File: src/verilog/rtc_defs.svh
`ifndef RTC_DEFS_SVH
`define RTC_DEFS_SVH

// register bus widths
`define RTC_DATA_W 8

// control register and its two init values
`define RTC_CTRL_ADDR 8'h02
`define RTC_CTRL_STOP 8'h10
`define RTC_CTRL_RUN  8'h00

`define PRESS_CYCLES 74   // cycles a button must be held to count
`define INIT_CYCLES  222  // settle wait after start is released

`endif

File: src/verilog/rtc_reg_pkg.sv
`default_nettype none

`include "rtc_defs.svh"

package rtc_reg_pkg;

  typedef logic [7:0] rtc_addr_t;
  typedef logic [`RTC_DATA_W-1:0] rtc_data_t;

  // each editable field's value is its register address on the chip
  typedef enum logic [7:0] {
    field_seconds = 8'h21,
    field_minutes = 8'h22,
    field_hours   = 8'h23,
    field_date    = 8'h24,
    field_month   = 8'h25,
    field_year    = 8'h26,
    field_weekday = 8'h27,
    field_week    = 8'h28
  } rtc_field_e;

  // values read back from the chip with seconds in the top byte
  typedef struct packed {
    rtc_data_t seconds;
    rtc_data_t minutes;
    rtc_data_t hours;
    rtc_data_t date;
    rtc_data_t month;
    rtc_data_t year;
    rtc_data_t weekday;
    rtc_data_t week_num;
  } rtc_time_t;

  // one register write per cycle with valid high
  typedef struct packed {
    logic      valid;
    rtc_addr_t addr;
    rtc_data_t data;
  } rtc_write_t;

endpackage

`default_nettype wire

File: src/verilog/ui_pkg.sv
`default_nettype none

package ui_pkg;

  // push buttons as raw levels or one-cycle pulses
  typedef struct packed {
    logic up;
    logic down;
    logic left;
    logic right;
  } buttons_t;

  // power-up sequence of the control register
  typedef enum logic [1:0] {
    init_idle,      // waiting for start
    init_stopping,  // stop written while start is held
    init_settling,  // run written and settle time counting
    init_done
  } init_state_e;

  // field editor
  typedef enum logic {
    edit_waiting,  // writes come from the sequencer during init
    edit_editing
  } edit_state_e;

endpackage

`default_nettype wire
File: src/verilog/button_pulser.sv
`timescale 1ns/1ps
`default_nettype none

`include "rtc_defs.svh"

module button_pulser (
  input  wire              clk,
  input  wire              reset_i,
  input  wire ui_pkg::buttons_t buttons_i,
  output ui_pkg::buttons_t press_o
);

  localparam int CNT_W = $clog2(`PRESS_CYCLES);

  logic [CNT_W-1:0] hold_cnt;
  logic             armed;  // cleared once a press has fired
  logic             any_held;

  assign any_held = |buttons_i;

  always_ff @(posedge clk)
  begin
    if (reset_i)
    begin
      hold_cnt <= '0;
      armed    <= 1'b1;
      press_o  <= '0;
    end
    else
    begin
      press_o <= '0;
      if (!any_held)
      begin
        hold_cnt <= '0;  // full release rearms
        armed    <= 1'b1;
      end
      else if (armed)
      begin
        if (hold_cnt == CNT_W'(`PRESS_CYCLES - 1))
        begin
          press_o  <= buttons_i;  // everything held right now
          armed    <= 1'b0;
          hold_cnt <= '0;
        end
        else
        begin
          hold_cnt <= hold_cnt + 1'b1;
        end
      end
    end
  end

endmodule

`default_nettype wire

File: src/verilog/field_editor.sv
`timescale 1ns/1ps
`default_nettype none

`include "rtc_defs.svh"

module field_editor (
  input  wire                          clk,
  input  wire                          reset_i,
  input  wire                          busy_i,
  input  wire                          edit_i,
  input  wire ui_pkg::buttons_t        press_i,
  input  wire rtc_reg_pkg::rtc_time_t  time_i,
  input  wire rtc_reg_pkg::rtc_write_t init_wr_i,
  output rtc_reg_pkg::rtc_write_t      wr_o,
  output rtc_reg_pkg::rtc_field_e      field_o
);

  import rtc_reg_pkg::*;
  import ui_pkg::*;

  edit_state_e            state;
  logic [`RTC_DATA_W-1:0] cur_val;  // read-back value of the selected field
  rtc_field_e             field_next;
  rtc_field_e             field_prev;
  logic                   do_up;
  logic                   do_down;
  logic                   do_left;
  logic                   do_right;

  // opposing pairs cancel
  assign do_up    = press_i.up && !press_i.down;
  assign do_down  = press_i.down && !press_i.up;
  assign do_left  = press_i.left && !press_i.right;
  assign do_right = press_i.right && !press_i.left;

  always_comb
  begin
    case (field_o)
      field_seconds: cur_val = time_i.seconds;
      field_minutes: cur_val = time_i.minutes;
      field_hours:   cur_val = time_i.hours;
      field_date:    cur_val = time_i.date;
      field_month:   cur_val = time_i.month;
      field_year:    cur_val = time_i.year;
      field_weekday: cur_val = time_i.weekday;
      field_week:    cur_val = time_i.week_num;
      default:       cur_val = time_i.seconds;
    endcase
  end

  // neighbours in address order wrap at both ends
  always_comb
  begin
    if (field_o == field_week)
    begin
      field_next = field_seconds;
    end
    else
    begin
      field_next = rtc_field_e'(field_o + 8'd1);
    end
    if (field_o == field_seconds)
    begin
      field_prev = field_week;
    end
    else
    begin
      field_prev = rtc_field_e'(field_o - 8'd1);
    end
  end

  always_ff @(posedge clk)
  begin
    if (reset_i)
    begin
      state      <= edit_waiting;
      field_o    <= field_seconds;
      wr_o.valid <= 1'b0;
    end
    else
    begin
      wr_o.valid <= 1'b0;
      if (busy_i)
      begin
        // also catches a restart while editing
        state   <= edit_waiting;
        field_o <= field_seconds;
        wr_o    <= init_wr_i;
      end
      else if (state == edit_waiting)
      begin
        state <= edit_editing;
      end
      else if (edit_i)
      begin
        if (do_up || do_down)
        begin
          wr_o.valid <= 1'b1;
          wr_o.addr  <= field_o;
          wr_o.data  <= do_up ? cur_val + 1'b1 : cur_val - 1'b1;  // wraps mod 256
        end
        if (do_right)
        begin
          field_o <= field_next;
        end
        else if (do_left)
        begin
          field_o <= field_prev;
        end
      end
    end
  end

endmodule

`default_nettype wire

File: src/verilog/init_sequencer.sv
`timescale 1ns/1ps
`default_nettype none

`include "rtc_defs.svh"

module init_sequencer (
  input  wire                     clk,
  input  wire                     reset_i,
  input  wire                     start_i,
  output rtc_reg_pkg::rtc_write_t init_wr_o,
  output logic                    busy_o,
  output logic                    rtc_reset_o
);

  import ui_pkg::*;

  localparam int CNT_W = $clog2(`INIT_CYCLES);

  init_state_e      state;
  logic             start_q;
  logic             start_rise;
  logic [CNT_W-1:0] settle_cnt;

  assign start_rise = start_i && !start_q;

  always_ff @(posedge clk)
  begin
    if (reset_i)
    begin
      state           <= init_idle;
      start_q         <= 1'b0;
      settle_cnt      <= '0;
      init_wr_o.valid <= 1'b0;
    end
    else
    begin
      start_q         <= start_i;
      init_wr_o.valid <= 1'b0;
      if (start_rise)
      begin
        // a new start begins again with the stop write from any state
        state           <= init_stopping;
        init_wr_o.valid <= 1'b1;
        init_wr_o.addr  <= `RTC_CTRL_ADDR;
        init_wr_o.data  <= `RTC_CTRL_STOP;
      end
      else
      begin
        case (state)
          init_stopping:
          begin
            if (!start_i)
            begin
              state           <= init_settling;
              settle_cnt      <= '0;
              init_wr_o.valid <= 1'b1;
              init_wr_o.addr  <= `RTC_CTRL_ADDR;
              init_wr_o.data  <= `RTC_CTRL_RUN;
            end
          end
          init_settling:
          begin
            if (settle_cnt == CNT_W'(`INIT_CYCLES - 1))
            begin
              state <= init_done;
            end
            settle_cnt <= settle_cnt + 1'b1;
          end
          default:
          begin
            state <= state;  // idle and done wait for start
          end
        endcase
      end
    end
  end

  assign busy_o      = (state != init_done);
  assign rtc_reset_o = (state == init_stopping) || (state == init_settling);

endmodule

`default_nettype wire

File: src/verilog/rtc_setter_top.sv
`timescale 1ns/1ps
`default_nettype none

module rtc_setter_top (
  input  wire                         clk,
  input  wire                         reset_i,
  input  wire                         start_i,
  input  wire                         edit_i,
  input  wire ui_pkg::buttons_t       buttons_i,
  input  wire rtc_reg_pkg::rtc_time_t time_i,
  output rtc_reg_pkg::rtc_write_t     wr_o,
  output logic                        rtc_reset_o,
  output rtc_reg_pkg::rtc_field_e     field_o,
  output logic                        ready_o
);

  import rtc_reg_pkg::*;
  import ui_pkg::*;

  buttons_t   press;    // one-cycle pulse per press
  rtc_write_t init_wr;
  logic       busy;

  button_pulser u_button_pulser (
    .clk       (clk),
    .reset_i   (reset_i),
    .buttons_i (buttons_i),
    .press_o   (press)
  );

  init_sequencer u_init_sequencer (
    .clk         (clk),
    .reset_i     (reset_i),
    .start_i     (start_i),
    .init_wr_o   (init_wr),
    .busy_o      (busy),
    .rtc_reset_o (rtc_reset_o)
  );

  field_editor u_field_editor (
    .clk       (clk),
    .reset_i   (reset_i),
    .busy_i    (busy),
    .edit_i    (edit_i),
    .press_i   (press),
    .time_i    (time_i),
    .init_wr_i (init_wr),
    .wr_o      (wr_o),
    .field_o   (field_o)
  );

  assign ready_o = ~busy;

endmodule

`default_nettype wire

File: config.mk
export PLATFORM = sky130hd
export DESIGN_NAME = rtc_setter_top
export DESIGN_NICKNAME = d
export VERILOG_FILES = /design/src/verilog/rtc_reg_pkg.sv /design/src/verilog/ui_pkg.sv /design/src/verilog/button_pulser.sv /design/src/verilog/field_editor.sv /design/src/verilog/init_sequencer.sv /design/src/verilog/rtc_setter_top.sv
export VERILOG_INCLUDE_DIRS = /design/src /design/src/verilog
export SDC_FILE = /design/constraint.sdc
export NUM_CORES = 1
export LEC_CHECK = 0
export ABC_AREA = 0
export BUFFER_PORTS_ARGS = -buffer_cell sky130_fd_sc_hd__buf_2
export CORE_ASPECT_RATIO = 1.1
export CORE_MARGIN = 1.5
export CORE_UTILIZATION = 25
export CTS_CLUSTER_SIZE = 8
export DETAILED_ROUTE_END_ITERATION = 16
export SLEW_MARGIN = 20
export SYNTH_ARGS = -nofsm -noshare
export SYNTH_HDL_FRONTEND = slang
export SYNTH_HIERARCHICAL = 1
export SYNTH_SLANG_ARGS = --single-unit
File: constraint.sdc
create_clock -name clk -period 3 [get_ports clk]
set_input_delay 0.6 -clock clk [delete_from_list [all_inputs] [get_ports clk]]
set_output_delay 0.6 -clock clk [all_outputs]
set_load 0.01 [all_outputs]
Yosys cells after proc, flatten, opt, wreduce, memory -nomap -nowiden
Index checks and enable logic that the tools add are counted.
{"block": "word_totals", "inputBits": 72, "reg_bits": 66, "out_inout_bits": 27}
{"block": "classes", "reduce_logical": 30, "n_mux": 23, "add_sub_neg": 6, "n_bitwise": 6, "n_eq_ne": 18}
{"op": "$mux 17", "count": 7}
{"op": "$eq 8x6->1 const B", "count": 8}
{"op": "$pmux 8 s7", "count": 1}
{"op": "$mux 8", "count": 6}
{"op": "$add 8x1->8 const B", "count": 3}
{"op": "$pmux 8 s2", "count": 1}
{"op": "$sub 8x1->8 const B", "count": 2}
{"op": "$reduce_and 3->1", "count": 5}
{"op": "$reduce_bool 2->1", "count": 6}
{"op": "$eq 8x8->1 const B", "count": 1}
{"op": "$reduce_or 4->1", "count": 2}
{"op": "$add 7x1->7 const B", "count": 1}
{"op": "$eq 7x7->1 const B", "count": 1}
{"op": "$mux 7", "count": 1}
{"op": "$not 1->1", "count": 6}
{"op": "$reduce_or 2->1", "count": 3}
{"op": "$logic_and 1x1->1", "count": 5}
{"op": "$logic_not 1->1", "count": 5}
{"op": "$mux 1", "count": 4}
{"op": "$mux 2", "count": 2}
{"op": "$ne 2x1->1 const B", "count": 2}
{"op": "$ne 2x2->1 const B", "count": 2}
{"op": "$pmux 2 s2", "count": 1}
{"op": "$reduce_and 4->1", "count": 1}
{"op": "other kinds (6)", "count": 7}

Longest topological paths before layout
{"block": "depth", "ltp_word": 8, "ltp_mapped": 16, "depth_no_buf": 15}

Hierarchy
Netlist, hierarchy kept.
{"module": "field_editor", "cells_each": 252, "instances": 1, "area_per_inst_um2": 2152.1}
{"module": "init_sequencer", "cells_each": 90, "instances": 1, "area_per_inst_um2": 835.8}
{"module": "button_pulser", "cells_each": 55, "instances": 1, "area_per_inst_um2": 528.0}
{"module": "rtc_setter_top", "cells_each": 1, "instances": 1, "area_per_inst_um2": 3.8}

Worst setup path before layout
OpenSTA, ideal clock, no wires.
{"block": "synth_path", "path_kind": "register to register", "from": "register u_field_editor.field_o[5]", "to": "register, netlist name u_field_editor/wr_o[7]", "path_slack_ns": -0.404, "setup_time_ns": 0.136, "arrival_time_ns": 3.268, "n_path_buf": 1, "path_stages_with_launch": 12, "path_cell_list": "dfxtp_1 > buf_2 > nor4b_1 > nor4b_4 > a221o_1 > a221o_1 > ha_1 > and3_1 > a221oi_1 > a211oi_1 > or4_1 > nand3_1"}
{"block": "synth_between", "elab_chain_cells": 8}
{"element": "start, declared", "line": "field_editor.sv:15", "source": "output rtc_reg_pkg::rtc_field_e field_o"}
{"element": "start signal, assigned", "line": "field_editor.sv:77", "source": "field_o <= field_seconds;"}
{"element": "start signal, assigned", "line": "field_editor.sv:87", "source": "field_o <= field_seconds;"}
{"element": "start signal, assigned", "line": "field_editor.sv:104", "source": "field_o <= field_next;"}
{"element": "$eq 8x6->1", "line": "field_editor.sv:38", "source": "case (field_o)"}
{"element": "$pmux 8 s7 *", "line": "field_editor.sv:38"}
{"element": "$sub 8x1->8 or $add 8x1->8 (tied branches)", "line": "field_editor.sv:100", "source": "wr_o.data <= do_up ? cur_val + 1'b1 : cur_val - 1'b1;"}
{"element": "$mux 8 *", "line": "field_editor.sv:100"}
{"element": "$mux 17 *", "line": "field_editor.sv:96", "source": "if (do_up || do_down)"}
{"element": "$mux 17 *", "line": "field_editor.sv:94", "source": "else if (edit_i)"}
{"element": "$mux 17 *", "line": "field_editor.sv:90", "source": "else if (state == edit_waiting)"}
{"element": "$mux 17 *", "line": "field_editor.sv:83", "source": "if (busy_i)"}
Mark *: on every way between the ends. The rest lies on a longest branch, timed or not. The select of a mux whose other input is x is not followed.
A chain may end at the register's enable or synchronous reset.

Final worst setup path
{"block": "layout_path", "from": "register u_field_editor.field_o[0]", "to": "register, netlist name u_field_editor/wr_o[7]"}
{"block": "layout_between", "elab_chain_cells": 8}
{"element": "$eq 8x6->1", "line": "field_editor.sv:38"}
{"element": "$pmux 8 s7 *", "line": "field_editor.sv:38"}
{"element": "$sub 8x1->8 or $add 8x1->8 (tied branches)", "line": "field_editor.sv:100"}
{"element": "$mux 8 *", "line": "field_editor.sv:100"}
{"element": "$mux 17 *", "line": "field_editor.sv:96"}
{"element": "$mux 17 *", "line": "field_editor.sv:94"}
{"element": "$mux 17 *", "line": "field_editor.sv:90"}
{"element": "$mux 17 *", "line": "field_editor.sv:83"}
Marks and branches as above.

==> reports/results.tsv <==
stage	metric	value	unit
status	status	finished with violations	
status	violations	setup timing	
cells_and_area	nets	626	
global_route	top_usage_layer	met2	
cts	cts_inserted_buffers	5	
cells_and_area	diodes	0	
timing	final.min_clock_period	3040	ps
place	place_area	0.00448	mm2
timing	max_freq	329	MHz
critical_path	r2r-end	u_field_editor/wr_o[7]	
min_path	holdPathStages	2	
logic_synthesis	syn_inst	398	
detailed_routing	route.detailed.drc	0	
cts	clkTransAtPathRegs	70	ps
power_and_ir_drop	finalPower	1.58	mW
place	placedCellCount	702	
timing	rsz0062_at_grt	yes	
min_path	hp-start	u_init_sequencer/init_wr_o[16]	
place	place_ws	-336	ps
power_and_ir_drop	leakage	2.02	nW
logic_synthesis	yosysTopAreaCell	dfxtp_1	
logic_synthesis	synth-seq-cells	52	
timing	slew_violations	0	
detailed_routing	drt_first_iter_violations	197	
global_route	grt-ovfl-total	0	
timing	finalHoldViolCount	0	
global_route	grt_antenna_before_repair	0	
global_route	track_usage	12.8	%
logic_synthesis	yosys.area.top_type_share	19.3	%
cells_and_area	fin_util	34.9	%
critical_path	cp.arrival	3190	ps
critical_path	crit_required	3150	ps
cts	cts_hold_buffers	0	
detailed_routing	firstDrtPassIters	5	
floorplanning	ios	99	
timing	setup_viol	2	
logic_synthesis	yosys-top-cells-count	34 x dfxtp_1, 31 x nand2_1, 30 x nor2_1, 24 x a21oi_1, 22 x inv_1	
logic_synthesis	async_reset_ff_share	0	%
cells_and_area	drive_gt1_share	38.4	%
logic_synthesis	ys_seq_area_share	34.7	%
cts	cts_tree	done	
global_route	grt_pass1_wl	15300	um
timing	worst_pin_slew	789	ps
global_route	grtUsageMet3	2.37	%
cts	clockRootBuffer	clkbuf_16	
logic_synthesis	synth_area_leaders	dfxtp_1 19%, edfxtp_1 15%, ha_1 7.1%	
detailed_routing	wire_per_inst	13.5	um
detailed_routing	num_vias	3395	
timing	fin_setup_tns	-58.2	ps
timing	skew	5.76	ps
floorplanning	start_util	25.5	%
critical_path	crit_chain	inv_4 -> ha_4 -> buf_4 -> a22oi_2 -> a21oi_2 -> a221o_1 -> a221o_1 -> ha_4 -> and3_4 -> a221oi_4 -> a211oi_2 -> or4_1 -> nand3_1	
critical_path	r2r_cells	13	
floorplanning	die_h	127	um
logic_synthesis	synthMostInstantiatedCell	dfxtp_1	
global_route	met1_usage	16.1	%
logic_synthesis	avgSynthCellArea	8.84	um2
critical_path	r2r_slack	-40	ps
floorplanning	row_count	45	
cts	cts_max_level	2	
critical_path	cp_slowest_stage_delay	470	ps
cts	clk_path_buf_depth	2	
min_path	hold-path-endpoint	u_field_editor/wr_o[16]	
power_and_ir_drop	p_per_area	328	mW/mm2
global_route	globalRouteMet2Util	22.1	%
min_path	hold_path.class	flip-flop to flip-flop	
global_route	grt_pass1_vias	3288	
critical_path	criticalPathCategory	flip-flop to flip-flop	
critical_path	cp-end-kind	flip-flop	
critical_path	critPathMaxFanout	6	
timing	whs	487	ps
place	routabilityCongestion	0.892	
cells_and_area	area_growth	36.9	%
floorplanning	dieArea	0.0148	mm2
cells_and_area	fin_area	0.00482	mm2
timing	slew-limit-headroom	46.9	%
logic_synthesis	yosysUniqueCellTypes	61	
cts	clock_sinks	52	
floorplanning	die_w	116	um
place	io_buffers	98	
cts	clk_latency	290	ps
cells_and_area	instances_no_fill	722	
power_and_ir_drop	peakVddDrop	195	uV
timing	fin_crit_sh	101	%
logic_synthesis	synth_edf_count	18	
logic_synthesis	ys_warn_count	6	
detailed_routing	via_per_inst	4.70	
logic_synthesis	synth_ff_type	dfxtp_1	
cells_and_area	n_fill_cell	1440	
timing	setup_slack	-36.7	ps
detailed_routing	drtAntennaViolNets	0	
logic_synthesis	synth_area	0.00352	mm2
run	drv_cap	0	
global_route	grt_max_degree	23	
critical_path	slowest_stage	or4_1	
place	dpl.hpwl	7740	um
critical_path	start_kind	flip-flop	
floorplanning	coreArea	0.0138	mm2
detailed_routing	drt-total-wl	9770	um
critical_path	rr_startpoint	u_field_editor/field_o[0]	
==> power by group <==
part	total [mW]	internal (mW)	switching, mW
clock	0.577	0.330	0.247
sequential	0.773	0.757	0.0168
combinational	0.228	0.115	0.112
==> registers in the layout (all words and copies together) (netlist names), 2 cells and up <==
signal                       count
u_button_pulser/press_o          4
u_button_pulser/hold_cnt         7
u_init_sequencer/settle_cnt      8
u_field_editor/field_o           8
u_init_sequencer/state           2
u_init_sequencer/init_wr_o       3
u_field_editor/wr_o             17
==> cells by family after synthesis <==
family | share of synthesized area [%]
simple gates | 21.0
compound gates | 23.3
buf+inv | 7.82
flops | 34.7
fa+ha+maj | 7.68
xor+xnor | 4.48
mux | 0.889
other cells | 0.107
==> area by class of cell <==
| type | instances | area (um2) | area share [%] |
|---|---|---|---|
| clock inverters | 2 | 10.0 | 0.208 |
| multi-input cells | 303 | 2240 | 46.5 |
| well taps | 188 | 235 | 4.88 |
| inverters | 22 | 90.1 | 1.87 |
| repair buffers | 149 | 873 | 18.1 |
| clock buffers | 6 | 139 | 2.88 |
| flip-flops and latches | 52 | 1230 | 25.5 |
==> worst max-delay path by stage <==
stage | start | end | slack, ps | depth (start not counted)
6_report | u_field_editor/field_o[0] | u_field_editor/wr_o[7] | -40 | 13
5_1_grt | u_field_editor/field_o[0] | u_field_editor/wr_o[7] | -170 | 13
4_1_cts | u_field_editor/field_o[0] | u_field_editor/wr_o[7] | -70 | 12
3_5_place_dp | time_i[16] | u_field_editor/wr_o[6] | -340 | 13
3_3_place_gp | time_i[16] | u_field_editor/wr_o[6] | -250 | 13
2_1_floorplan | u_field_editor/field_o[1] | u_field_editor/wr_o[7] | -100 | 13
==> routing by layer <==
layer  vias up  share of wire (%)
met5         -                  0
met4         0                1.4
met3        12                5.0
met2        82                 52
met1      1601                 42
li1       1700                  -
==> cells in the final DEF, fill, tap and decap left out, types with 5 or more instances in the layout <==
| cell | netlist | final |
|---|---|---|
| a31oi_1 | 5 | 5 |
| edfxtp_1 | 18 | 18 |
| nand4_1 | 6 | 6 |
| conb_1 | 1 | 14 |
| nor2_1 | 30 | 29 |
| inv_1 | 22 | 20 |
| a221oi_1 | 7 | 5 |
| nor3_1 | 6 | 6 |
| buf_2 | 7 | 98 |
| clkbuf_16 | 0 | 5 |
| a22o_1 | 8 | 8 |
| a22oi_1 | 20 | 17 |
| dfxtp_1 | 34 | 31 |
| nand2b_1 | 7 | 7 |
| and3_1 | 7 | 6 |
| xnor2_1 | 15 | 15 |
| nand3_1 | 10 | 10 |
| nor2b_1 | 5 | 5 |
| a211oi_1 | 9 | 8 |
| ha_1 | 20 | 13 |
| a21oi_1 | 24 | 21 |
| buf_4 | 15 | 51 |
| o21ai_0 | 21 | 17 |
| nand2_1 | 31 | 30 |
==> what timing repair did <==
action                                 in CTS  in global routing
setup buffers                               7                  5
setup endpoints to repair                   3                  3
gates resized for setup                    12                 11
pin swaps                                  10                 15
endpoints found under the hold margin       0                  0
==> worst max-delay path, delay by kind of cell (launching register included) <==
family / cells / cell delay [ps]
AOI/OAI and AO/OA: 6 / 1150
and+or+nand+nor: 3 / 750
adders and majority gates: 2 / 410
DFF: 1 / 390
buffers and inverters: 2 / 180
No activity file was read; power rests on OpenSTA's default activity.
